File: config.mk
export PLATFORM = sky130hd
export DESIGN_NAME = spi_slave
export DESIGN_NICKNAME = d
export VERILOG_FILES = /design/src/verilog/spi_pkg.sv /design/src/verilog/spi_slave.sv
export SDC_FILE = /design/constraint.sdc
export NUM_CORES = 1
export LEC_CHECK = 0
export BUFFER_PORTS_ARGS = -buffer_cell sky130_fd_sc_hd__buf_2
export CORE_MARGIN = 4
export CORE_UTILIZATION = 46
export CTS_BUF_LIST = sky130_fd_sc_hd__clkbuf_4 sky130_fd_sc_hd__clkbuf_8 sky130_fd_sc_hd__clkbuf_16
export CTS_CLUSTER_DIAMETER = 60
export DETAILED_ROUTE_END_ITERATION = 8
export PLACE_DENSITY = 0.73
export SETUP_SLACK_MARGIN = 0.02
export SLEW_MARGIN = 20
export SYNTH_ARGS = -nofsm -noshare
export SYNTH_HDL_FRONTEND = slang
export SYNTH_SLANG_ARGS = --single-unit
export TNS_END_PERCENT = 30
File: constraint.sdc
create_clock -name sys_clk -period 2 [get_ports sys_clk]
set_clock_uncertainty 0.1 [all_clocks]
set_input_delay 0 -clock sys_clk [delete_from_list [all_inputs] [get_ports sys_clk]]
set_output_delay 0 -clock sys_clk [all_outputs]
set_load 0.01 [all_outputs]
File: src/verilog/spi_pkg.sv
/*
 * SPI subsystem package
 * Register map, pin assignment, divider limits and shared types
 * for the register block, SPI master, SPI slave and pad logic
 */
`default_nettype none

package spi_pkg;

   //########################################
   // Widths
   //########################################
   localparam int NGPIO = 24;                  // Pins in the bank

   typedef logic [3:0]       reg_addr_t;       // Register word address
   typedef logic [31:0]      reg_data_t;       // Register data
   typedef logic [7:0]       spi_byte_t;       // One SPI byte
   typedef logic [7:0]       clk_div_t;        // SCLK half period in clocks
   typedef logic [NGPIO-1:0] gpio_t;           // Pin bank

   typedef enum logic [1:0] {IDLE, SELECT, SHIFT, DESELECT} master_state_t;

   //########################################
   // Register map
   //########################################
   localparam reg_addr_t ADDR_CONFIG   = 4'd0; // Divider in 7:0
   localparam reg_addr_t ADDR_STATUS   = 4'd1; // Busy, done, slave received
   localparam reg_addr_t ADDR_TX       = 4'd2; // Write starts a transfer
   localparam reg_addr_t ADDR_RX       = 4'd3; // Read clears done
   localparam reg_addr_t ADDR_SLAVE_TX = 4'd4;
   localparam reg_addr_t ADDR_SLAVE_RX = 4'd5; // Read clears slave flag
   localparam reg_addr_t ADDR_IRQ_EN   = 4'd6; // Done and slave enables

   localparam clk_div_t CONFIG_RESET = 8'd8;   // Divider after reset
   localparam clk_div_t SPI_MIN_HALF = 8'd4;   // Floor so the slave sees each edge

   //########################################
   // Pin map
   //########################################
   localparam int PIN_M_SCLK = 3;
   localparam int PIN_M_MOSI = 4;
   localparam int PIN_M_MISO = 5;
   localparam int PIN_M_SS   = 6;
   localparam int PIN_S_SCLK = 7;
   localparam int PIN_S_MOSI = 8;
   localparam int PIN_S_MISO = 9;
   localparam int PIN_S_SS   = 10;

   // Driven pins carry a 1 in the direction table
   localparam gpio_t GPIO_DIR = gpio_t'((1 << PIN_M_SCLK) | (1 << PIN_M_MOSI) |
                                        (1 << PIN_M_SS)   | (1 << PIN_S_MISO));

endpackage

`default_nettype wire
File: src/verilog/spi_slave.sv
/*
 * SPI slave, mode 0
 * Oversamples synchronized SCLK, MOSI and SS in the system clock
 * domain, returns a preloaded byte and captures the received one
 */
`timescale 1ns/1ns
`default_nettype none

module spi_slave (
   input  wire logic               sys_clk,
   input  wire logic               reset,
   input  wire logic               s_sclk,
   input  wire logic               s_mosi,
   input  wire logic               s_ss,
   input  wire spi_pkg::spi_byte_t slave_tx_byte,
   output logic                    s_miso,
   output logic                    slave_rx_strobe,
   output spi_pkg::spi_byte_t      slave_rx_byte
);

   logic               sclk_q;                 // Previous SCLK sample
   logic               ss_q;                   // Previous SS sample
   logic               sclk_rise;
   logic               sclk_fall;
   logic               ss_fall;
   logic [2:0]         bit_cnt;
   spi_pkg::spi_byte_t tx_shift;
   spi_pkg::spi_byte_t rx_shift;

   assign sclk_rise = s_sclk & ~sclk_q;
   assign sclk_fall = ~s_sclk & sclk_q;
   assign ss_fall   = ss_q & ~s_ss;
   assign s_miso    = tx_shift[7];

   //########################################
   // Edge detect and bit count
   //########################################
   always_ff @(posedge sys_clk) begin
      if (reset) begin
         sclk_q          <= 1'b0;
         ss_q            <= 1'b1;              // Deselected
         bit_cnt         <= '0;
         tx_shift        <= '0;                // MISO low out of reset
         slave_rx_strobe <= 1'b0;
      end else begin
         sclk_q          <= s_sclk;
         ss_q            <= s_ss;
         slave_rx_strobe <= 1'b0;
         if (ss_fall) begin
            tx_shift <= slave_tx_byte;         // Preload reply
            bit_cnt  <= '0;
         end else if (s_ss) begin
            bit_cnt  <= '0;                    // Partial byte dropped
         end else if (sclk_rise) begin
            bit_cnt <= bit_cnt + 3'd1;
            if (bit_cnt == 3'd7)
               slave_rx_strobe <= 1'b1;
         end else if (sclk_fall) begin
            tx_shift <= {tx_shift[6:0], 1'b0};
         end
      end
   end

   //########################################
   // Receive path
   //########################################
   always_ff @(posedge sys_clk) begin
      if (sclk_rise && !s_ss) begin
         rx_shift <= {rx_shift[6:0], s_mosi};  // Sample on rising edge
         if (bit_cnt == 3'd7)
            slave_rx_byte <= {rx_shift[6:0], s_mosi};
      end
   end

   // A finished byte only ever comes out of a selected frame
   a_strobe_selected: assert property (
      @(posedge sys_clk) disable iff (reset) slave_rx_strobe |-> !s_ss);

endmodule

`default_nettype wire

== After elaboration in Yosys (flattened, before gate mapping) ==
Cells that the tools add are included.
Widths: inputs -> output; s select.

* Bits of input ports: 13
* Word-level logic and storage cells: 30
* Register bits: 29
* Output and inout bits: 10

* Eq/ne operators: 3
* Bitwise gates (word level): 7
* Mux-type cells: 5
* Add/subtract/negate cells: 1
* Reductions and logical operators: 7

{| class="wikitable"
|+ Operator list
! operator !! count
|-
| $mux 8 || 4
|-
| $ne 2x1->1 const B || 2
|-
| $not 1->1 || 4
|-
| $reduce_or 4->1 || 1
|-
| $add 3x1->3 const B || 1
|-
| $and 1x1->1 || 3
|-
| $eq 3x3->1 const B || 1
|-
| $reduce_and 3->1 || 1
|-
| $reduce_or 3->1 || 1
|-
| $reduce_and 2->1 || 1
|-
| $reduce_bool 2->1 || 1
|-
| $logic_and 1x1->1 || 1
|-
| $logic_not 1->1 || 1
|-
| $mux 1 || 1
|}

== Logic depth before layout (Yosys ltp) ==
* Depth in word-level cells: 6
* Depth in mapped cells: 4
* Depth with buffers taken out: 4

== Least setup slack after synthesis ==
Ideal clock, no wire load.

* Kind: register to register
* From: register sclk_q
* To: register slave_rx_byte[0], enable pin
* Cell stages (with the launch flop): 5
* Library setup time: 0.332 ns
* Path slack: 0.168 ns
* Buffers on the path: 1
* Data arrival time: 1.401 ns
* Data required time: 1.568 ns
* Clock period less this slack: 1.832 ns
* Cells stage by stage: dfxtp_1 > nor2b_1 > clkbuf_1 > nor2b_1 > and2_1

* Longest elaborated chain between the ends: 4

{| class="wikitable"
|+ Ends and longest elaborated chain
! item !! line !! source
|-
| start, declared || spi_slave.sv:21 || <nowiki>logic sclk_q;</nowiki>
|-
| start signal, assigned || spi_slave.sv:46 || <nowiki>sclk_q <= s_sclk;</nowiki>
|-
| $not 1->1 || spi_slave.sv:30 || <nowiki>assign sclk_rise = s_sclk & ~sclk_q;</nowiki>
|-
| $and 1x1->1 || spi_slave.sv:30 ||
|-
| $logic_and 1x1->1 || spi_slave.sv:68 || <nowiki>if (sclk_rise && !s_ss) begin</nowiki>
|-
| $reduce_and 2->1 (no line) || - ||
|-
| end signal, assigned || spi_slave.sv:71 || <nowiki>slave_rx_byte <= {rx_shift[6:0], s_mosi};</nowiki>
|-
| end, declared || spi_slave.sv:18 || <nowiki>output spi_pkg::spi_byte_t slave_rx_byte</nowiki>
|}

No other way between the ends.
A chain may end at the register's enable or synchronous reset.

== Worst setup path after layout ==
* From: input port s_ss
* To: register tx_shift[1]

* Longest elaborated chain between the ends: 4
* Elaborated cells on any way between the ends: 7
* Classes of those cells: eq/ne (2); mux (1); bitwise (2); reduce/logical (2)

{| class="wikitable"
|+ Ends and longest elaborated chain
! item !! line !! source
|-
| start, declared || spi_slave.sv:14 || <nowiki>input wire logic s_ss,</nowiki>
|-
| $not 1->1 || spi_slave.sv:32 || <nowiki>assign ss_fall = ss_q & ~s_ss;</nowiki>
|-
| $and 1x1->1 || spi_slave.sv:32 ||
|-
| $ne 2x1->1 (no line) / $reduce_bool 2->1 (equally long branches) || - ||
|-
| $reduce_and 3->1 (no line) || - ||
|-
| end signal, assigned || spi_slave.sv:50 || <nowiki>tx_shift <= slave_tx_byte;</nowiki>
|-
| end signal, assigned || spi_slave.sv:59 || <nowiki>tx_shift <= {tx_shift[6:0], 1'b0};</nowiki>
|-
| end, declared || spi_slave.sv:27 || <nowiki>spi_pkg::spi_byte_t tx_shift;</nowiki>
|}

Parallel ways exist; a longest one is shown, timed or not.

==> impl_results.md <==
- Top cell type's share of synthesized area: 43.9%
- Fin Setup TNS: 0 ns
- Clock Latency Late Sink: 0.32 ns
- Minimum clock period after layout: 1.56 ns
- Slew Viols, Final: 0
- # rows: 16
- Reg2reg start: ss_q
- Setup crit end: tx_shift[1]
- R2r endpoint: tx_shift[1]
- Startpoint type of the worst setup path: input pin
- Crit Path Class: in -> reg
- CP max stage cell: or4b_1
- Die W: 55.2 um
- Routed vias: 716
- Post-synthesis sequential area ratio: 71.2%
- Clock transition at path regs: 0.08 ns
- Fin nets: 131
- Vias/cell: 4.97
- Worst Setup End Kind: flop
- Synthesis warning total: 0
- Vias in the first global route: 680
- Post-Syn Nets: 91
- Die area: 0.00305 mm2
- Hold depth: 5
- Crit-path leading delay family: buffers and inverters
- Commonest non-fill, non-tap cells in the layout: buf_2 (22), edfxtp_1 (15), dfxtp_1 (14), dlygate4sd3_1 (12), inv_1 (8)
- Arr. time, crit path: 1.65 ns
- Cts repair resizes: 0
- Root Driver: clkbuf_4
- Routed wire per std cell: 11.9 um
- Routed WL: 1720 um
- Crit path depth: 5
- Layout cells sized above 1: 28.2%
- Total GRT Usage: 12.5%
- Largest net degree at the start of global routing: 10
- WHS: 0.103 ns
- Max_cap viols: 0
- Height of the die: 55.2 um
- Synth Register Bits: 29
- Syn Inst Count: 76
- Hold Violations, Final: 0
- Starting density of the core: 50.2%
- Critical path buffer and inverter count: 2
- Tightest Pin Transition: 0.609 ns
- Yosys top cell by area: edfxtp_1
- Crit. Startpoint: s_ss
- Filler cell count: 168
- First-pass iteration count of the detailed router: 4
- RSZ-0062 raised after global routing: no
- Gr ovfl total: 0
- Top cells by area, synth: edfxtp_1 (44%), dfxtp_1 (27%), o221ai_1 (6.0%)
- Cell Pwr Density: 794 mW/mm2
- CP max stage delay: 0.64 ns
- Commonest non-fill, non-tap cell in the layout: buf_2
- Starting DRT DRC Count: 13
- Final Cycle Share: 78.1%
- Initial antenna violation count: 0
- Drt drc: 0
- CTS tree: done
- IR drop worst, VDD: 0.529 mV
- Synthesized area per cell: 13.5 um2
- CP required: 2.08 ns
- Global-route wire length before repair: 2880 um
- Detail Route Antenna Nets: 0
- Rel. slew slack: 59.3%
- Boundary pin count: 23
- Clock buffer depth: 2
- Hpwl dp: 1140 um
- Worst hold path class: in -> reg
- Routability cong.: 0.675
- Synth cell types: 21
- Clock sink count: 29
- Setup Buffers After CTS: 0
- Synth-to-layout area growth: 31.3%
- Final core utilization: 66.0%
- Crit-path max FO: 7
- Leak Pwr: 0.543 nW
- Status: finished, final reports clean
- Setup violators final: 0
- Worst path cell trace: dlygate4sd3_1 > buf_2 > or4b_1 > o221ai_1 > a21oi_1
- Ant diodes: 0
- H-tree levels: 2
- Core area: 0.00204 mm2
- Netlist Area Pre-Place: 0.00103 mm2
- Number of port buffers: 22
- R2R depth: 3
- Post-route cell area: 0.00135 mm2
- CTS Hold Bufs: 12
- R2R Setup Slk: 0.47 ns
- Placed cell areas: 0.00117 mm2
- Fmax: 640 MHz
- TritonCTS Buffers: 5
## worst register-to-register path, cell delays in order, from the launching register on
cell      delay (ns)
dfxtp_1         0.33
or4b_1          0.66
o221ai_1        0.24
a21oi_1         0.06
## report_power, final
group	total [mW]	internal [mW]	switching, mW
sequential	0.654	0.644	0.0103
combinational	0.0786	0.0447	0.0339
clock	0.337	0.147	0.190
total	1.07	0.835	0.234
## per-layer routing
metal,share of wire [%],vias to the layer above,global-route usage (%)
met1,39,331,13.0
met5,0,-,0
met2,51,25,20.3
met4,1.9,0,7.29
li1,-,355,-
met3,7.8,5,5.83
## logic make-up (layout without fill, tap and decap cells)
group           Yosys count  count (layout)  synth area share, %
compound gates           16              16                 11.0
xor+xnor                  1               1                0.854
fa+ha+maj                 2               2                 2.44
buf+inv                  11              52                 4.15
flops                    29              29                 71.2
mux                       2               2                 1.95
simple gates             15              15                 8.42
## final cells by class
type | count | area, um2 | share of cell area (%)
sequential | 29 | 731 | 54.2
multi-input combinational | 36 | 253 | 18.8
timing repair buffer | 36 | 245 | 18.2
clock buffer | 6 | 45.0 | 3.34
tap | 27 | 33.8 | 2.51
inverter | 8 | 30.0 | 2.23
clock inverter | 2 | 10.0 | 0.743
## flip-flops by register name (all words and copies together), names as in the netlist
name	cells
tx_shift	8
slave_rx_strobe	1
slave_rx_byte	8
rx_shift	7
ss_q	1
sclk_q	1
bit_cnt	3
## through the flow
| step | power [mW] | cells | worst slack (ns) |
|---|---|---|---|
| global route | 1.12 | 144 | 0.389 |
| detailed placement | 0.727 | 124 | 0.496 |
| global placement | 0.725 | 124 | 0.512 |
| finish | 1.07 | 144 | 0.438 |
| CTS | 1.08 | 144 | 0.488 |
| floorplan | 0.701 | 76 | 0.168 |
## synth_stat cells
cell type	n
mux2i_1	2
edfxtp_1	15
ha_1	2
and2_1	1
clkbuf_1	2
or4b_1	1
nor3b_1	1
a31o_1	1
nor2_1	4
xnor2_1	1
inv_1	8
o221ai_1	7
nand2_1	1
clkbuf_2	1
a21oi_1	7
nor2b_1	4
dfxtp_1	14
or2_2	1
nand2b_1	1
or3_1	1
o21bai_1	1
## how the worst min path moves through the flow
stage	endpoint	startpoint	slack [ns]
global route	slave_rx_strobe	s_sclk	0.12
finish	slave_rx_strobe	s_sclk	0.10
global placement	rx_shift[0]	s_mosi	0.1
detailed placement	rx_shift[0]	s_mosi	0.09
floorplan	sclk_q	reset	-0.03
CTS	slave_rx_strobe	s_sclk	0.09
Note: power is estimated with default switching activity, not from simulation.
