## src/verilog/spi_pkg.sv

```systemverilog
/*
 * SPI subsystem package
 * Register map, pin assignment, divider limits and shared types
 * for the register block, SPI master, SPI slave and pad logic
 */
`default_nettype none

package spi_pkg;

   //########################################
   // Widths
   //########################################
   localparam int NGPIO = 24;                  // Pins in the bank

   typedef logic [3:0]       reg_addr_t;       // Register word address
   typedef logic [31:0]      reg_data_t;       // Register data
   typedef logic [7:0]       spi_byte_t;       // One SPI byte
   typedef logic [7:0]       clk_div_t;        // SCLK half period in clocks
   typedef logic [NGPIO-1:0] gpio_t;           // Pin bank

   typedef enum logic [1:0] {IDLE, SELECT, SHIFT, DESELECT} master_state_t;

   //########################################
   // Register map
   //########################################
   localparam reg_addr_t ADDR_CONFIG   = 4'd0; // Divider in 7:0
   localparam reg_addr_t ADDR_STATUS   = 4'd1; // Busy, done, slave received
   localparam reg_addr_t ADDR_TX       = 4'd2; // Write starts a transfer
   localparam reg_addr_t ADDR_RX       = 4'd3; // Read clears done
   localparam reg_addr_t ADDR_SLAVE_TX = 4'd4;
   localparam reg_addr_t ADDR_SLAVE_RX = 4'd5; // Read clears slave flag
   localparam reg_addr_t ADDR_IRQ_EN   = 4'd6; // Done and slave enables

   localparam clk_div_t CONFIG_RESET = 8'd8;   // Divider after reset
   localparam clk_div_t SPI_MIN_HALF = 8'd4;   // Floor so the slave sees each edge

   //########################################
   // Pin map
   //########################################
   localparam int PIN_M_SCLK = 3;
   localparam int PIN_M_MOSI = 4;
   localparam int PIN_M_MISO = 5;
   localparam int PIN_M_SS   = 6;
   localparam int PIN_S_SCLK = 7;
   localparam int PIN_S_MOSI = 8;
   localparam int PIN_S_MISO = 9;
   localparam int PIN_S_SS   = 10;

   // Driven pins carry a 1 in the direction table
   localparam gpio_t GPIO_DIR = gpio_t'((1 << PIN_M_SCLK) | (1 << PIN_M_MOSI) |
                                        (1 << PIN_M_SS)   | (1 << PIN_S_MISO));

endpackage

`default_nettype wire
```

## src/verilog/spi_regs.sv

```systemverilog
/*
 * SPI register block
 * Host strobe port, configuration and byte registers, sticky
 * done and slave flags, registered read mux and interrupt
 */
`timescale 1ns/1ns
`default_nettype none

module spi_regs (
   input  wire logic               sys_clk,
   input  wire logic               reset,
   input  wire logic               reg_write,
   input  wire logic               reg_read,
   input  wire spi_pkg::reg_addr_t reg_addr,
   input  wire spi_pkg::reg_data_t reg_wdata,
   output spi_pkg::reg_data_t      reg_rdata,
   output logic                    reg_rvalid,
   output logic                    irq,
   input  wire logic               busy,
   input  wire logic               done,
   input  wire spi_pkg::spi_byte_t rx_byte,
   input  wire logic               slave_rx_strobe,
   input  wire spi_pkg::spi_byte_t slave_rx_byte,
   output logic                    tx_start,
   output spi_pkg::spi_byte_t      tx_byte,
   output spi_pkg::clk_div_t       clk_div,
   output spi_pkg::spi_byte_t      slave_tx_byte
);

   logic [1:0]         irq_en;                 // Bit 0 done, bit 1 slave
   logic               done_flag;
   logic               slave_flag;
   spi_pkg::spi_byte_t master_rx;              // Captured master byte
   spi_pkg::spi_byte_t slave_rx;               // Captured slave byte
   logic               tx_accept;
   logic               rd_rx;
   logic               rd_slave_rx;

   // Drop TX while busy or while a start is still on its way
   assign tx_accept   = reg_write && (reg_addr == spi_pkg::ADDR_TX) && !busy && !tx_start;
   assign rd_rx       = reg_read && (reg_addr == spi_pkg::ADDR_RX);
   assign rd_slave_rx = reg_read && (reg_addr == spi_pkg::ADDR_SLAVE_RX);

   //########################################
   // Writes
   //########################################
   always_ff @(posedge sys_clk) begin
      if (reset) begin
         clk_div       <= spi_pkg::CONFIG_RESET;
         irq_en        <= '0;
         slave_tx_byte <= '0;
         tx_start      <= 1'b0;
      end else begin
         tx_start <= tx_accept;                // One cycle pulse
         if (reg_write) begin
            case (reg_addr)
               spi_pkg::ADDR_CONFIG:   clk_div       <= reg_wdata[7:0];
               spi_pkg::ADDR_SLAVE_TX: slave_tx_byte <= reg_wdata[7:0];
               spi_pkg::ADDR_IRQ_EN:   irq_en        <= reg_wdata[1:0];
               default: ;
            endcase
         end
      end
   end

   always_ff @(posedge sys_clk) begin
      if (tx_accept)
         tx_byte <= reg_wdata[7:0];
      if (done)
         master_rx <= rx_byte;
      if (slave_rx_strobe)
         slave_rx <= slave_rx_byte;
   end

   //########################################
   // Sticky flags
   //########################################
   always_ff @(posedge sys_clk) begin
      if (reset) begin
         done_flag  <= 1'b0;
         slave_flag <= 1'b0;
      end else begin
         if (done)                             // Set wins over a clearing read
            done_flag <= 1'b1;
         else if (rd_rx)
            done_flag <= 1'b0;
         if (slave_rx_strobe)
            slave_flag <= 1'b1;
         else if (rd_slave_rx)
            slave_flag <= 1'b0;
      end
   end

   assign irq = (done_flag & irq_en[0]) | (slave_flag & irq_en[1]);

   //########################################
   // Read mux
   //########################################
   always_ff @(posedge sys_clk) begin
      if (reset)
         reg_rvalid <= 1'b0;
      else
         reg_rvalid <= reg_read;               // Fixed one cycle latency
   end

   always_ff @(posedge sys_clk) begin
      if (reg_read) begin
         case (reg_addr)
            spi_pkg::ADDR_CONFIG:   reg_rdata <= {24'd0, clk_div};
            spi_pkg::ADDR_STATUS:   reg_rdata <= {29'd0, slave_flag, done_flag, busy};
            spi_pkg::ADDR_RX:       reg_rdata <= {24'd0, master_rx};
            spi_pkg::ADDR_SLAVE_TX: reg_rdata <= {24'd0, slave_tx_byte};
            spi_pkg::ADDR_SLAVE_RX: reg_rdata <= {24'd0, slave_rx};
            spi_pkg::ADDR_IRQ_EN:   reg_rdata <= {30'd0, irq_en};
            default:                reg_rdata <= '0;  // Unmapped reads zero
         endcase
      end
   end

   // Every valid answers the strobe of the cycle before
   a_rvalid_follows_read: assert property (
      @(posedge sys_clk) disable iff (reset) reg_rvalid |-> $past(reg_read));

endmodule

`default_nettype wire

```

## config.mk

```make
export PLATFORM = sky130hd
export DESIGN_NAME = spi_regs
export DESIGN_NICKNAME = d
export VERILOG_FILES = /design/src/verilog/spi_pkg.sv /design/src/verilog/spi_regs.sv
export SDC_FILE = /design/constraint.sdc
export NUM_CORES = 1
export LEC_CHECK = 0
export BUFFER_PORTS_ARGS = -buffer_cell sky130_fd_sc_hd__buf_2
export CAP_MARGIN = 20
export CORE_MARGIN = 8
export CORE_UTILIZATION = 49
export CTS_CLUSTER_DIAMETER = 80
export DETAILED_ROUTE_END_ITERATION = 10
export PLACE_DENSITY = 0.85
export SKIP_LAST_GASP = 1
export SYNTH_ARGS = -nofsm -noshare
export SYNTH_HDL_FRONTEND = slang
export SYNTH_SLANG_ARGS = --single-unit
```

## constraint.sdc

```tcl
create_clock -name sys_clk -period 5.56 [get_ports sys_clk]
set_input_delay 1.39 -clock sys_clk [delete_from_list [all_inputs] [get_ports sys_clk]]
set_output_delay 1.39 -clock sys_clk [all_outputs]
set_load 0.005 [all_outputs]
```

# ---- Word level (Yosys, flattened, before mapping)
# Cells that the tools add are included.
dict set report op_classes {
  bitwise_logic 3
  muxes 5
  n_eq_ne 6
  n_reduce_logical 13
}
# op count
set op_table {}
lappend op_table {{case mux 8 bit (6 select lines)} 1}
lappend op_table {{== test 4 x 3 -> 1 bit (second input constant)} 3}
lappend op_table {{== test 4 x 2 -> 1 bit (second input constant)} 2}
lappend op_table {{AND reduction 2 bit} 3}
lappend op_table {{logical AND 1 bit} 5}
lappend op_table {{== test 4 x 1 -> 1 bit (second input constant)} 1}
lappend op_table {{zero test 4 bit} 1}
lappend op_table {{2-to-1 mux 1 bit} 4}
lappend op_table {{nonzero test 2 bit} 2}
lappend op_table {{AND 1 bit} 2}
lappend op_table {{zero test 1 bit} 2}
lappend op_table {{bitwise OR 1 bit} 1}
dict set report totals {
  ff_bits 78
  wordCells 38
}

# ---- Longest topological paths before layout
dict set report logic_depth {
  ltp_word 4
  mapped_depth 5
  ltp_nobuf 3
}

# ---- Least setup slack after synthesis
# Ideal clock, no wire load.
dict set report synth_timing {
  kind {input to register}
  startpoint {in reg_addr[3]}
  endpoint {reg tx_byte[0] (enable)}
  setup_slack_ps 2467
  t_required_ps 5177
  arrival_ps 2709
  cell_stages 3
  path_buffers 1
  setup_ps 383
  cell_sequence {buf_2 -> or4_1 -> nor3_1}
}
dict set report synth_via {
  elab_chain_len 4
}
# element line_no
set synth_lines {}
lappend synth_lines {{from (decl)} spi_regs.sv:14} ;# input wire spi_pkg::reg_addr_t reg_addr,
lappend synth_lines {{== test 4 x 2 -> 1 bit} spi_regs.sv:40} ;# assign tx_accept = reg_write && (reg_addr == spi_pkg::ADDR_TX) && !busy && !tx_start;
lappend synth_lines {{logical AND 1 bit (3 in series)} spi_regs.sv:40}
lappend synth_lines {{named net tx_accept} spi_regs.sv:35} ;# logic tx_accept;
lappend synth_lines {{to (signal assigned)} spi_regs.sv:68} ;# tx_byte <= reg_wdata[7:0];
lappend synth_lines {{to (decl)} spi_regs.sv:25} ;# output spi_pkg::spi_byte_t tx_byte,
# The timed path passes the listed nets, and every way through them passes these cells.
# A chain may end at the register's enable or synchronous reset.

# ---- Final worst setup path
dict set report layout_timing {
  startpoint {in reg_addr[2]}
  endpoint {reg tx_byte[6] (enable)}
}
# Same word-level chain as after synthesis.

==> impl_results.md <==
- Status: complete, no violations
- Tmin final: 2.75 ns
- WL per Instance: 17.6 um
- Final setup fails: 0
- Die Y: 85.6 um
- Max-cap violations: 0
- Die width: 85.6 um
- Commonest non-fill, non-tap cell in the layout: buf_2
- HP Start: slave_tx_byte[6]$_SDFFE_PP0P_
- Share of flip-flops with an asynchronous set or reset: 0%
- Antenna fix cells: 0
- Fill cells: 383
- CTS Hold Buffers Added: 0
- Synth Warn #: 0
- DRT Pass-1 Iters: 4
- Root Buffer: clkbuf_8
- Fin util: 58.6%
- Total global routing track utilization: 15.3%
- Ports: 118
- P_leak: 1.12 nW
- Req. time, crit path: 5.57 ns
- Final worst path period share: 49.5%
- Crit path kind: in2reg
- Max Fanout on Critical Path: 21
- Multi-input gate area: 818 um^2
- DRC: 0
- Clock tree buffer depth: 2
- Post-CTS Setup Inserts: 0
- Clock Sinks: 54
- Avg Inst Size Synth: 11.7 um^2
- Flop2flop setup slack: 3.99 ns
- Vias in the first global route: 1,764
- Die area: 0.00733 mm^2
- CTS Buf Count: 5
- PwrDens: 277 mW/mm^2
- Starting density of the core: 50.6%
- Synthesized area: 0.00237 mm^2
- Routed WL: 5.66 mm
- HP Class: reg2reg
- Vias: 1,788
- Worst Max-Slew Pin Slew: 0.606 ns
- Grt total ovfl: 0
- CP arrival: 2.77 ns
- Number of synthesized flops with an enable pin: 32
- Cts repair resizes: 0
- H-tree Lvls: 2
- Routability Congestion: 0.831
- Crit path capture type: flop
- DR iter-0 viols: 153
- Worst reg2reg path startpoint: tx_start$_SDFF_PP0_
- Clk_skew: 0.00460 ns
- CTS tree: yes
- Row count: 25
- Antenna violations before repair: 0
- RSZ-0062 raised after global routing: false
- #FFs+latches synth: 54
- Post-route ant nets: 0
- IO buf count: 69
- Clock-pin transition on the worst setup and hold timing paths: 0.08 ns
- Fin. Hold Viols: 0
- Core ar.: 0.00469 mm^2
- Worst slew margin relative to its limit: 59.3%
- Hpwl dp: 4.21 mm
- Fmax: 363 MHz
- DR vias/cell: 5.55
- Most frequent cells in the layout: buf_2 (69), edfxtp_1 (32), conb_1 (24), dfxtp_1 (22)
- Clock Latency Late Sink: 0.30 ns
- Seq. cell area: 0.00140 mm^2
- Layout cells sized above 1: 31.0%
- Synth unique cells: 42
- Synth-to-Final Area Change: 15.9%
- Worst Setup SP: reg_addr[2]
- Cells after Synth: 203
- First-pass GRT wire length: 8.83 mm
- Critical Path Source Type: primary input
- Nets: 327
- VDD IR max: 0.117 mV
- Fin Setup TNS: 0 ns
- Ys flop type: edfxtp_1
- Final slew viol count: 0
- Sequential area share after synthesis: 59.0%
- Largest net degree at the start of global routing: 23
==> cells by family (layout without fill, tap and decap cells) <==
group	Yosys count	count (layout)	synth area share, %
buffers and inverters	37	79	10.1
flip-flops	54	54	59.0
AO/OA/AOI/OAI	59	59	14.9
AND/OR/NAND/NOR	44	44	12.4
other	1	24	0.158
multiplexers	8	8	3.37
==> flip-flops by register name, summed over array words and instances, names as in the netlist <==
name / count
slave_tx_byte: 8
slave_flag: 1
irq_en: 2
reg_rdata: 8
tx_start: 1
slave_rx: 8
master_rx: 8
clk_div: 8
done_flag: 1
tx_byte: 8
reg_rvalid: 1
==> power breakdown <==
group          leakage [nW]  total [mW]  switching [mW]  internal [mW]
Sequential            0.489       0.446         0.00532          0.441
Clock                0.0517       0.249           0.119          0.130
Combinational         0.582      0.0663          0.0416         0.0246
Total                  1.12       0.762           0.166          0.596
==> cells in the mapped netlist (all sizes together), types with 2 or more instances <==
master    n  area, um^2
or4       2        15.0
nand3    18        90.1
nand2     2        7.51
nand2b    2        12.5
a2bb2oi   2        17.5
o21ai    20         104
nand3b    4        33.8
a22oi     6        45.0
or2       2        12.5
clkbuf    4        15.0
mux2i     8        80.1
nor4      2        33.8
o22ai     4        25.0
inv       2        7.51
dfxtp    22         440
and2b     2        15.0
buf      31         218
a31oi     2        12.5
edfxtp   32         961
nor2b     2        12.5
a21oi    18        90.1
==> final cells by class <==
type	instances	share of cell area, %
Clock buffer	5	2.50
Sequential cell	54	51.0
Tap cell	54	2.46
Clock inverter	2	1.23
Timing Repair Buffer	70	12.8
Multi-Input combinational cell	135	29.8
Inverter	2	0.273
==> per-layer routing <==
metal	up-vias	wire length (um)	GRT usage (%)
li1	843	-	-
met1	870	2230	17.3
met2	64	2960	26.7
met3	11	335	4.11
met4	0	141	6.37
met5	-	0	0
==> final timing paths <==
path	endpoint	cells after the start
setup / recovery	tx_byte[6]$_DFFE_PP_	4
hold / removal	slave_tx_byte[6]$_SDFFE_PP0P_	2
setup reg to reg	tx_byte[6]$_DFFE_PP_	3
hold reg to reg	slave_tx_byte[6]$_SDFFE_PP0P_	2
==> through the flow <==
stage | hold WS, ns | setup slack, ns | cell area, um^2 | instances | total power [mW]
3_5_place_dp | 0.484 | 2.04 | 2640 | 314 | 0.521
2_1_floorplan | 0.466 | 2.47 | 2460 | 226 | 0.502
4_1_cts | 0.497 | 2.36 | 2740 | 321 | 0.764
3_3_place_gp | 0.474 | 2.10 | 2640 | 314 | 0.519
5_1_grt | 0.523 | 2.78 | 2750 | 322 | 0.788
6_report | 0.496 | 2.81 | 2750 | 322 | 0.762
==> worst max-delay path, stage by stage <==
cell,delay (ns)
buf_2,0.25
or4_1,0.59
nor3_1,0.27
clkbuf_4,0.27
(Power assumes the default switching activity.)
