===== src/verilog/spi_pkg.sv =====
/*
 * SPI subsystem package
 * Register map, pin assignment, divider limits and shared types
 * for the register block, SPI master, SPI slave and pad logic
 */
`default_nettype none

package spi_pkg;

   //########################################
   // Widths
   //########################################
   localparam int NGPIO = 24;                  // Pins in the bank

   typedef logic [3:0]       reg_addr_t;       // Register word address
   typedef logic [31:0]      reg_data_t;       // Register data
   typedef logic [7:0]       spi_byte_t;       // One SPI byte
   typedef logic [7:0]       clk_div_t;        // SCLK half period in clocks
   typedef logic [NGPIO-1:0] gpio_t;           // Pin bank

   typedef enum logic [1:0] {IDLE, SELECT, SHIFT, DESELECT} master_state_t;

   //########################################
   // Register map
   //########################################
   localparam reg_addr_t ADDR_CONFIG   = 4'd0; // Divider in 7:0
   localparam reg_addr_t ADDR_STATUS   = 4'd1; // Busy, done, slave received
   localparam reg_addr_t ADDR_TX       = 4'd2; // Write starts a transfer
   localparam reg_addr_t ADDR_RX       = 4'd3; // Read clears done
   localparam reg_addr_t ADDR_SLAVE_TX = 4'd4;
   localparam reg_addr_t ADDR_SLAVE_RX = 4'd5; // Read clears slave flag
   localparam reg_addr_t ADDR_IRQ_EN   = 4'd6; // Done and slave enables

   localparam clk_div_t CONFIG_RESET = 8'd8;   // Divider after reset
   localparam clk_div_t SPI_MIN_HALF = 8'd4;   // Floor so the slave sees each edge

   //########################################
   // Pin map
   //########################################
   localparam int PIN_M_SCLK = 3;
   localparam int PIN_M_MOSI = 4;
   localparam int PIN_M_MISO = 5;
   localparam int PIN_M_SS   = 6;
   localparam int PIN_S_SCLK = 7;
   localparam int PIN_S_MOSI = 8;
   localparam int PIN_S_MISO = 9;
   localparam int PIN_S_SS   = 10;

   // Driven pins carry a 1 in the direction table
   localparam gpio_t GPIO_DIR = gpio_t'((1 << PIN_M_SCLK) | (1 << PIN_M_MOSI) |
                                        (1 << PIN_M_SS)   | (1 << PIN_S_MISO));

endpackage

`default_nettype wire

===== src/verilog/spi_master.sv =====
/*
 * SPI master, mode 0, one byte per transfer
 * SS setup half period, eight SCLK periods MSB first, SS hold
 * half period, then a done pulse with the received byte
 */
`timescale 1ns/1ns
`default_nettype none

module spi_master (
   input  wire logic               sys_clk,
   input  wire logic               reset,
   input  wire logic               tx_start,
   input  wire spi_pkg::spi_byte_t tx_byte,
   input  wire spi_pkg::clk_div_t  clk_div,
   input  wire logic               m_miso,
   output logic                    busy,
   output logic                    done,
   output spi_pkg::spi_byte_t      rx_byte,
   output logic                    m_sclk,
   output logic                    m_mosi,
   output logic                    m_ss
);

   spi_pkg::master_state_t state;
   spi_pkg::clk_div_t      half_len;           // Clamped half period
   spi_pkg::clk_div_t      half_cnt;           // Counts down to phase end
   spi_pkg::spi_byte_t     tx_shift;
   spi_pkg::spi_byte_t     rx_shift;
   logic [2:0]             bit_cnt;
   spi_pkg::clk_div_t      div_clamped;
   logic                   phase_end;
   logic                   sclk_fall;

   assign div_clamped = (clk_div < spi_pkg::SPI_MIN_HALF) ? spi_pkg::SPI_MIN_HALF : clk_div;
   assign phase_end   = (half_cnt == '0);
   assign sclk_fall   = (state == spi_pkg::SHIFT) && phase_end && m_sclk;

   assign busy    = (state != spi_pkg::IDLE);
   assign m_mosi  = tx_shift[7];               // MSB first
   assign rx_byte = rx_shift;

   //########################################
   // Control FSM
   //########################################
   always_ff @(posedge sys_clk) begin
      done <= 1'b0;
      if (reset) begin
         state    <= spi_pkg::IDLE;
         m_sclk   <= 1'b0;                     // Mode 0 idles low
         m_ss     <= 1'b1;
         bit_cnt  <= '0;
         half_cnt <= '0;
      end else begin
         if (state == spi_pkg::IDLE)
            half_cnt <= div_clamped - 8'd1;
         else if (phase_end)
            half_cnt <= half_len - 8'd1;       // Reload per half period
         else
            half_cnt <= half_cnt - 8'd1;

         case (state)
            spi_pkg::IDLE: begin
               bit_cnt <= '0;
               if (tx_start)
                  state <= spi_pkg::SELECT;
            end
            spi_pkg::SELECT: begin
               m_ss <= 1'b0;                   // Setup half period
               if (phase_end)
                  state <= spi_pkg::SHIFT;
            end
            spi_pkg::SHIFT: begin
               if (phase_end) begin
                  m_sclk <= !m_sclk;
                  if (m_sclk) begin            // Falling edge ends a bit
                     bit_cnt <= bit_cnt + 3'd1;
                     if (bit_cnt == 3'd7)
                        state <= spi_pkg::DESELECT;
                  end
               end
            end
            spi_pkg::DESELECT: begin
               if (phase_end) begin            // Hold done
                  m_ss  <= 1'b1;
                  done  <= 1'b1;
                  state <= spi_pkg::IDLE;
               end
            end
            default: state <= spi_pkg::IDLE;
         endcase
      end
   end

   //########################################
   // Data path
   //########################################
   always_ff @(posedge sys_clk) begin
      if ((state == spi_pkg::IDLE) && tx_start) begin
         half_len <= div_clamped;
         tx_shift <= tx_byte;
      end else if (sclk_fall) begin
         tx_shift <= {tx_shift[6:0], 1'b0};    // Next MOSI bit after falling edge
      end
      // MISO crosses the pad synchronizers, so the bit is taken at the
      // close of the high phase where it has long been stable
      if (sclk_fall)
         rx_shift <= {rx_shift[6:0], m_miso};
   end

   // SS stays low for the whole shift phase
   a_ss_low_in_shift: assert property (
      @(posedge sys_clk) disable iff (reset) (state == spi_pkg::SHIFT) |-> !m_ss);

endmodule

`default_nettype wire


===== config.mk =====
export PLATFORM = sky130hd
export DESIGN_NAME = spi_master
export DESIGN_NICKNAME = d
export VERILOG_FILES = /design/src/verilog/spi_pkg.sv /design/src/verilog/spi_master.sv
export SDC_FILE = /design/constraint.sdc
export NUM_CORES = 1
export LEC_CHECK = 0
export BUFFER_PORTS_ARGS = -buffer_cell sky130_fd_sc_hd__buf_2
export CAP_MARGIN = 5
export CORE_MARGIN = 3
export CORE_UTILIZATION = 30
export DETAILED_ROUTE_END_ITERATION = 6
export RECOVER_POWER = 50
export SYNTH_ARGS = -nofsm -noshare
export SYNTH_HDL_FRONTEND = slang
export SYNTH_SLANG_ARGS = --single-unit
export TNS_END_PERCENT = 20

===== constraint.sdc =====
create_clock -name sys_clk -period 4 [get_ports sys_clk]
set_input_delay 0.4 -clock sys_clk [delete_from_list [all_inputs] [get_ports sys_clk]]
set_output_delay 0.4 -clock sys_clk [all_outputs]
set_load 0.02 [all_outputs]

# ---- After elaboration in Yosys (flattened, before gate mapping)
# Cells that the tools add are included.
dict set report totals {
  inputBits 20
  out_inout_bits 13
  reg_bits 40
  word_cells 58
}
dict set report classes {
  eq_ne 10
  n_addsub 4
  order_cmp 1
  n_mux 18
  bitwise_logic 1
  n_reduce_logical 15
}
# operator n
set ops {}
lappend ops {{$mux 8} 5}
lappend ops {{$sub 8x1->8 const B} 3}
lappend ops {{$mux 2} 6}
lappend ops {{$ne 2x2->1 const B} 5}
lappend ops {{$logic_not 8->1} 1}
lappend ops {{$lt 8x3->1 const B} 1}
lappend ops {{$pmux 2 s4} 1}
lappend ops {{$reduce_bool 2->1} 4}
lappend ops {{$mux 3} 2}
lappend ops {{$pmux 3 s2} 1}
lappend ops {{$reduce_and 6->1} 1}
lappend ops {{$eq 2x2->1 const B} 2}
lappend ops {{$reduce_and 2->1} 2}
lappend ops {{$add 3x1->3 const B} 1}
lappend ops {{$eq 3x3->1 const B} 1}
lappend ops {{$logic_and 1x1->1} 3}
lappend ops {{$reduce_and 3->1} 1}
lappend ops {{$eq 2x1->1 const B} 1}
lappend ops {{$logic_not 2->1} 1}
lappend ops {{$mux 1} 2}
lappend ops {{$ne 2x1->1 const B} 1}
lappend ops {{$pmux 1 s2} 1}
lappend ops {{$reduce_or 2->1} 1}
lappend ops {{$logic_not 1->1} 1}
lappend ops {{$not 1->1} 1}

# ---- Depth between registers and ports, before layout
# Gate-level depths: netlist of the first run.
dict set report depth {
  word_depth 5
  mapped_depth 9
  ltp_nobuf 9
}

# ---- Least setup slack after synthesis of the first run
# OpenSTA, ideal clock, no wires.
dict set report synth_timing {
  path_kind {flip-flop to flip-flop}
  start {register state[0]}
  end {register half_cnt[6]}
  t_arrival_ps 1912
  synth_period_minus_slack_ps 2027
  stages_incl_launch_ff 10
  setup_time_ps 115
  n_path_buf 1
  t_required_ps 3885
  setup_slack_ps 1973
  cell_sequence {dfxtp_1 > inv_1 > ha_1 > buf_6 > a211o_1 > o211ai_2 > ha_1 > nand3_1 > o31a_1 > o21ba_1}
}
dict set report synth_between {
  elab_chain_cells 2
}
# item line
set synth_rtl {}
lappend synth_rtl {{start, declared} spi_master.sv:24} ;# spi_pkg::master_state_t state;
lappend synth_rtl {{start signal, assigned} spi_master.sv:48} ;# state <= spi_pkg::IDLE;
lappend synth_rtl {{start signal, assigned} spi_master.sv:65} ;# state <= spi_pkg::SELECT;
lappend synth_rtl {{start signal, assigned} spi_master.sv:70} ;# state <= spi_pkg::SHIFT;
lappend synth_rtl {{$logic_not 2->1} spi_master.sv:54} ;# if (state == spi_pkg::IDLE)
lappend synth_rtl {{$mux 8} spi_master.sv:54}
lappend synth_rtl {{end signal, assigned} spi_master.sv:55} ;# half_cnt <= div_clamped - 8'd1;
lappend synth_rtl {{end signal, assigned} spi_master.sv:57} ;# half_cnt <= half_len - 8'd1;
lappend synth_rtl {{end signal, assigned} spi_master.sv:59} ;# half_cnt <= half_cnt - 8'd1;
lappend synth_rtl {{end, declared} spi_master.sv:26} ;# spi_pkg::clk_div_t half_cnt;
# Every way passes these cells.
# A chain may end at the register's enable or synchronous reset.

# ---- Final worst setup path of the first run
# Same ends and word-level chain as after synthesis.

==> results of run 1 <==
-- cell families after synthesis --
kind of cell | synth area share (%)
AOI/OAI and AO/OA | 14.2
muxes | 5.95
buffers and inverters | 3.69
and+or+nand+nor | 13.1
xor gates and xnor gates | 1.44
adders and majority gates | 4.78
DFF | 56.9
-- report_power, final --
part           leakage [nW]  switching [mW]  internal, mW
logic                 0.392           0.337         0.229
clock network        0.0453           0.138         0.118
registers             0.357          0.0601         0.553
-- per-layer routing --
metal | routed length [µm] | global-route usage (%) | share of wire (%)
met2 | 1570 | 16.3 | 44
met3 | 205 | 3.75 | 5.8
met4 | 53 | 3.95 | 1.5
met1 | 1740 | 14.8 | 49
met5 | 0 | 0 | 0
-- worst paths after layout --
kind / depth (start not counted) / startpoint / slack (ns) / end
worst max register to register: 8 / state[0] / 1.50 / half_cnt[6]
worst min-delay path: 1 / m_miso / 0.28 / rx_byte[0]
worst min register to register: 0 / rx_byte[0] / 0.45 / rx_byte[1]
worst max-delay path: 8 / state[0] / 1.50 / half_cnt[6]
-- area by class of cell --
type	count	area share [%]
clock buffer	5	3.30
tap	72	4.32
clock inverter	3	0.660
sequential	40	49.9
multi-input combinational	94	34.1
timing repair buffer	32	6.66
inverter	6	1.08
-- cell usage in the layout, fill, tap and decap left out, types with 3 or more instances in the layout --
cell type  instances
nand3_1            3
buf_2             15
clkbuf_1          17
nand2_1            7
a21oi_1            5
ha_1               7
nor2_1            14
xor2_1             3
dfxtp_1           16
inv_1              5
edfxtp_1          24
o21bai_1           3
mux2_2             7
mux2i_1            3
clkbuf_8           5
-- critical path: cells and delay by family, from the launching register on --
family | cells | cell delay (ns)
flops | 1 | 0.33
compound gates | 3 | 0.86
simple gates | 1 | 0.14
buf+inv | 2 | 0.29
fa+ha+maj | 2 | 0.79
-- registers in the layout (all words and copies together) (netlist names) --
signal	flops
bit_cnt	3
done	1
half_cnt	8
half_len	8
m_sclk	1
m_ss	1
rx_byte	8
state	2
tx_shift	8
==> results by group, run 1 <==
Status
  – Status: finished clean

Clocking
  – Clock tree buffer depth: 2
  – Clk sinks: 40
  – CTS tree: done
  – Worst-skew pair later-pin latency: about 0.29 ns
  – # resized after CTS: 0
  – Post-CTS setup buffers: 0
  – Post-CTS Hold Fix Bufs: 0
  – Clock root cell: clkbuf_8
  – CTS HTree Levels: 2
  – TritonCTS Buffers: 5
  – CTS clk-pin slew, worst paths: about 0.080 ns

Floorplanning
  – Die area: just over 0.007 mm²
  – Initial Util: 32.1%
  – IO Pins: 33
  – Die height: 84.1 µm
  – Row count: 27
  – CORE AREA: 0.00571 mm²
  – Die Width: 84.1 µm

Global routing
  – Largest net degree at the start of global routing: 18
  – First-pass GRT wire length: between 6 and 7 mm
  – Initial antenna violation count: 0
  – Number of global-route vias before repair: 1194
  – GR Overflow Total: 0
  – Gr usage total: a little over a tenth

Critical path
  – Max incr delay on CP: 0.53 ns
  – Max FO, Critical Path: 15
  – Critical path capture point type: flip-flop
  – Crit path DAT: 2.70 ns
  – Most used cell, CP: ha_1
  – CP required: 4.19 ns
  – Crit-path slowest cell: ha_1
  – Critical path class: reg -> reg
  – CP startpoint kind: flip-flop
  – Cell Chain, Critical Path: inv_1 > ha_1 > inv_2 > o211ai_1 > ha_1 > nand3_1 > o31a_1 > o21ba_1

Cells and area
  – Layout Utilization: 36.5%
  – Finished Cell Area: 0.00209 mm²
  – Synth-to-layout area growth: 13.9%
  – Area of the multi-input gates: 711 µm²
  – Share of post-route cells with drive strength above 1: 21.1%
  – Layout fillers: 593
  – Storage cell area: approximately 0.0010 mm²
  – Layout Cells excl Fill: around 250
  – NumNets Final: a little over 200
  – N_diodes: 0

Pwr
  – Cell area power density: about 690 mW/mm²
  – Pwr Total: 1.43 mW
  – Peak supply drop: 0.236 mV
  – LEAKAGE: around 0.79 nW

Synthesis
  – Predominant post-synthesis flop cell: edfxtp_1
  – Most numerous cell in the Yosys netlist: edfxtp_1
  – Post-synth EDFFs: 24
  – Post-synth net total: around 180
  – Mapped cell area: 0.00183 mm²
  – Most frequent cells after synthesis: edfxtp_1 (24), dfxtp_1 (16), nor2_1 (14)
  – Mean Syn Cell Area: 12.4 µm²
  – Syn. warnings: 0
  – Post-synthesis sequential area ratio: 56.9%
  – Fraction of registers with async set/reset: 0%
  – Largest area contributor in the netlist: edfxtp_1
  – Top-area cell type share of the netlist area: 39.4%
  – Ranking of synthesized cells by area: edfxtp_1 (39%), dfxtp_1 (17%), ha_1 (4.8%)
  – Synth unique cells: 46
  – Register bit count reported by yosys: 40
  – Post-synthesis instance total: ~150

STA
  – Final setup fails: 0
  – Setup slack after layout: 1.50 ns
  – Peak Freq: roughly 400 MHz
  – Hold slack: 0.284 ns
  – Final setup skew: 0.00552 ns
  – Final hold viol count: 0
  – Final Critical Period: between 2 and 3 ns
  – RSZ-0062 raised after global routing: no
  – Post-route setup TNS: 0 ns
  – Slew Viols, Final: 0
  – Max transition margin: 61.4%
  – Tightest Pin Transition: a little under 0.6 ns
  – Final period util: 62.6%

Placement
  – Setup WS pre-CTS: between 1.5 and 2 ns
  – Port Buf Inserts: 32
  – GP Congestion: 0.802
  – Placement Cell Area: 0.00204 mm²
  – DP Cell Count: 244
  – Post-detail-place hpwl: 2.54 mm

Detailed routing
  – DRC viols: 0
  – Vias: 1235
  – Antenna-violating nets left: 0
  – TritonRoute pass-1 iters: 6
  – Iter 0 DRT Violations: 70
  – DRT Wirelength: 3.56 mm
  – DR WL/cell: 14.1 µm
  – Via density per instance: 4.90

Hold path
  – HP Class: in -> reg

Run
  – Max cap viols: 0
Note: power is estimated with default switching activity, not from simulation.
==> run 2, diff against run 1 <==
Settings changed: ABC_AREA set to 1.
Clock period 4 ns to 2.2 ns, I/O delays scaled along.
==> run 2 against run 1 <==
Synthesized area increased by 1.3%; combinational power increased by 140%; clock power increased by 75%; total power increased by 99%; clock skew increased by 0.0041 ns; worst hold slack got worse by 0.17 ns; die area increased by 1.2%; setup slack got worse by 1.1 ns; critical endpoint is now tx_shift[7]; fmax increased by 39%; count of clock-buffer cells in the layout increased by 2; flip-flop and latch count unchanged.
==> results by group, run 2 <==
Global routing
  – Most utilized layer in the global route result: met2 (unchanged)
  – Grt met2 use: 16.6% (was 16.3%)
  – GR Overflow Total: 0 (unchanged)
  – Met1 usage: 14.3% (was 14.8%)
  – Met3 usage: 3.14% (was 3.75%)
  – First-pass GRT wire length: 6.19 mm (was 6.11 mm)
  – Number of global-route vias before repair: 1381 (was 1194)
  – Gr usage total: 10.8% (was 11.0%)
  – Largest net degree at the start of global routing: 13 (was 18)
  – Initial antenna violation count: 0 (unchanged)

Pwr
  – Cell area power density: 1320 mW/mm² (was 688 mW/mm²)
  – Peak supply drop: 0.448 mV (was 0.236 mV)
  – LEAKAGE: 0.931 nW (was 0.794 nW)
  – Pwr Total: 2.86 mW (was 1.43 mW)

Clocking
  – Clock root cell: clkbuf_8 (unchanged)
  – CTS clk-pin slew, worst paths: 0.07 ns (was 0.08 ns)
  – Post-CTS setup buffers: 0 (unchanged)
  – # resized after CTS: 0 (unchanged)
  – CTS HTree Levels: 2 (unchanged)
  – Clk sinks: 40 (unchanged)
  – Post-CTS Hold Fix Bufs: 0 (unchanged)
  – Clock tree buffer depth: 2 (unchanged)
  – TritonCTS Buffers: 5 (unchanged)
  – CTS tree: done (unchanged)
  – Worst-skew pair later-pin latency: 0.29 ns (about the same)

STA
  – Final Critical Period: 1.80 ns (was 2.50 ns)
  – RSZ-0062 raised after global routing: no (unchanged)
  – Final setup fails: 0 (unchanged)
  – Final period util: 81.6% (was 62.6%)
  – Max transition margin: 64.7% (was 61.4%)
  – Tightest Pin Transition: 0.529 ns (was 0.579 ns)
  – Post-route setup TNS: 0 ns (unchanged)
  – Slew Viols, Final: 0 (unchanged)
  – Final setup skew: 0.00962 ns (was 0.00552 ns)
  – Hold slack: 0.112 ns (was 0.284 ns)
  – Setup slack after layout: 0.405 ns (was 1.50 ns)
  – Peak Freq: 557 MHz (was 400 MHz)
  – Final hold viol count: 0 (unchanged)

Placement
  – Setup WS pre-CTS: 0.440 ns (was 1.58 ns)
  – DP Cell Count: 317 (was 244)
  – GP Congestion: 0.852 (was 0.802)
  – Placement Cell Area: 0.00212 mm² (was 0.00204 mm²)
  – Post-detail-place hpwl: 2.74 mm (was 2.54 mm)
  – Port Buf Inserts: 32 (unchanged)

Critical path
  – Cell Chain, Critical Path: nor2_1 > nand2_1 > nor2_2 > clkbuf_1 > nand2_2 > o21ai_0 > buf_4 (was inv_1 > ha_1 > inv_2 > o211ai_1 > ha_1 > nand3_1 > o31a_1 > o21ba_1)
  – Worst Path Buf+Inv: 2 (unchanged)
  – Top delay family on crit path: simple AND/OR/NAND/NOR gates (was compound AO/OA/AOI/OAI gates)
  – Max FO, Critical Path: 8 (was 15)
  – Critical path class: reg -> reg (unchanged)
  – Max incr delay on CP: 0.33 ns (was 0.53 ns)
  – Critical path capture point type: flip-flop (unchanged)
  – CP required: 2.20 ns (was 4.19 ns)
  – Crit-path slowest cell: nor2_2 (was ha_1)
  – CP startpoint kind: flip-flop (unchanged)
  – Crit path DAT: 1.80 ns (was 2.70 ns)

Cells and area
  – N_diodes: 0 (unchanged)
  – Finished Cell Area: 0.00217 mm² (was 0.00209 mm²)
  – Most common cell after layout, fill and taps aside: nand2_1 (was edfxtp_1)
  – Layout Cells excl Fill: 324 (was 252)
  – Leading cell types in the layout, fill and taps excluded: nand2_1 (55), nor2_1 (28), edfxtp_1 (24) (was edfxtp_1 (24), clkbuf_1 (17), dfxtp_1 (16))
  – NumNets Final: 276 (was 206)
  – Synth-to-layout area growth: 16.8% (was 13.9%)
  – Layout fillers: 646 (was 593)
  – Layout Utilization: 36.4% (was 36.5%)
  – Share of post-route cells with drive strength above 1: 16.9% (was 21.1%)

Detailed routing
  – DR WL/cell: 10.9 µm (was 14.1 µm)
  – TritonRoute pass-1 iters: 4 (was 6)
  – Antenna-violating nets left: 0 (unchanged)
  – DRC viols: 0 (unchanged)
  – Via density per instance: 4.28 (was 4.90)
  – DRT Wirelength: 3.54 mm (was 3.56 mm)
  – Vias: 1388 (was 1235)
  – Iter 0 DRT Violations: 45 (was 70)

Synthesis
  – Post-synthesis instance total: 211 (was 148)
  – Post-synth EDFFs: 24 (unchanged)
  – Mean Syn Cell Area: 8.79 µm² (was 12.4 µm²)
  – Register bit count reported by yosys: 40 (unchanged)
  – Fraction of registers with async set/reset: 0% (unchanged)
  – Mapped cell area: 0.00185 mm² (was 0.00183 mm²)
  – Most numerous cell in the Yosys netlist: nand2_1 (was edfxtp_1)
  – Post-synth net total: 238 (was 175)
  – Most frequent cells after synthesis: nand2_1 (55), nor2_1 (28), edfxtp_1 (24), inv_1 (22), dfxtp_1 (16) (was edfxtp_1 (24), dfxtp_1 (16), nor2_1 (14))
  – Syn. warnings: 0 (unchanged)
  – Top-area cell type share of the netlist area: 38.9% (was 39.4%)
  – Largest area contributor in the netlist: edfxtp_1 (unchanged)
  – Post-synthesis sequential area ratio: 56.1% (was 56.9%)
  – Ranking of synthesized cells by area: edfxtp_1 (39%), dfxtp_1 (17%), nand2_1 (11%) (was edfxtp_1 (39%), dfxtp_1 (17%), ha_1 (4.8%))
  – Synth unique cells: 24 (was 46)
  – Predominant post-synthesis flop cell: edfxtp_1 (unchanged)

Floorplanning
  – Die Width: 84.6 µm (was 84.1 µm)
  – Die area: 0.00716 mm² (was 0.00708 mm²)
  – Row count: 28 (was 27)
  – IO Pins: 33 (unchanged)
  – Die height: 84.6 µm (was 84.1 µm)
  – Initial Util: 31.1% (was 32.1%)
  – CORE AREA: 0.00596 mm² (was 0.00571 mm²)

Run
  – Max cap viols: 0 (unchanged)

Status
  – Status: finished clean (unchanged)

Hold path
  – HP Class: in -> reg (unchanged)
## run 2: cell count changes in the layout (fill, tap and decap cells not counted), sizes merged, moves of 4 or more
cell,delta
o21ai,+5
inv,+16
clkbuf,+5
nand2,+61
a21oi,+7
buf,+4
nor4,-4
nand3,+4
nor2,+17
mux2,-7
## run 2: layout make-up
type,count,area (µm²),area share (%)
Timing Repair Buffer,39,180,8.32
Clock buffer,7,76.3,3.52
Sequential cell,40,1040,48.1
Inverter,23,86.3,3.99
Multi-Input combinational cell,140,688,31.8
Tap cell,75,93.8,4.33
## run 2: path summary, 6_finish.rpt
check | slack (ns) | endpoint | start | cells past startpoint
setup / recovery | 0.40 | tx_shift[7] | half_cnt[7] | 7
hold / removal | 0.11 | rx_byte[0] | m_miso | 1
setup reg to reg | 0.40 | tx_shift[7] | half_cnt[7] | 7
hold reg to reg | 0.45 | rx_byte[1] | rx_byte[0] | 0
## run 2: routing by layer
metal  share of wire (%)  routed length [µm]
met1                  50                1750
met2                  45                1590
met3                 3.8                 136
met4                 1.7                  59
met5                   0                   0
## run 2: where the power goes
part | internal (mW) | total (mW) | switching [mW]
sequential | 1.01 | 1.08 | 0.0721
combinational | 0.454 | 1.34 | 0.882
clock | 0.218 | 0.448 | 0.229
total | 1.68 | 2.86 | 1.18
## run 2: worst reg2reg max path, stage by stage, from the launching register on
cell	delay (ns)
dfxtp_1	0.32
nor2_1	0.10
nand2_1	0.09
nor2_2	0.34
clkbuf_1	0.23
nand2_2	0.09
o21ai_0	0.15
buf_4	0.19
## run 2: kinds of logic after synthesis
family / Yosys count / synth area share [%]
and+or+nand+nor: 110 / 25.7
DFF: 40 / 56.1
buffers and inverters: 31 / 6.75
AOI/OAI and AO/OA: 23 / 6.68
adders and majority gates: 7 / 4.72
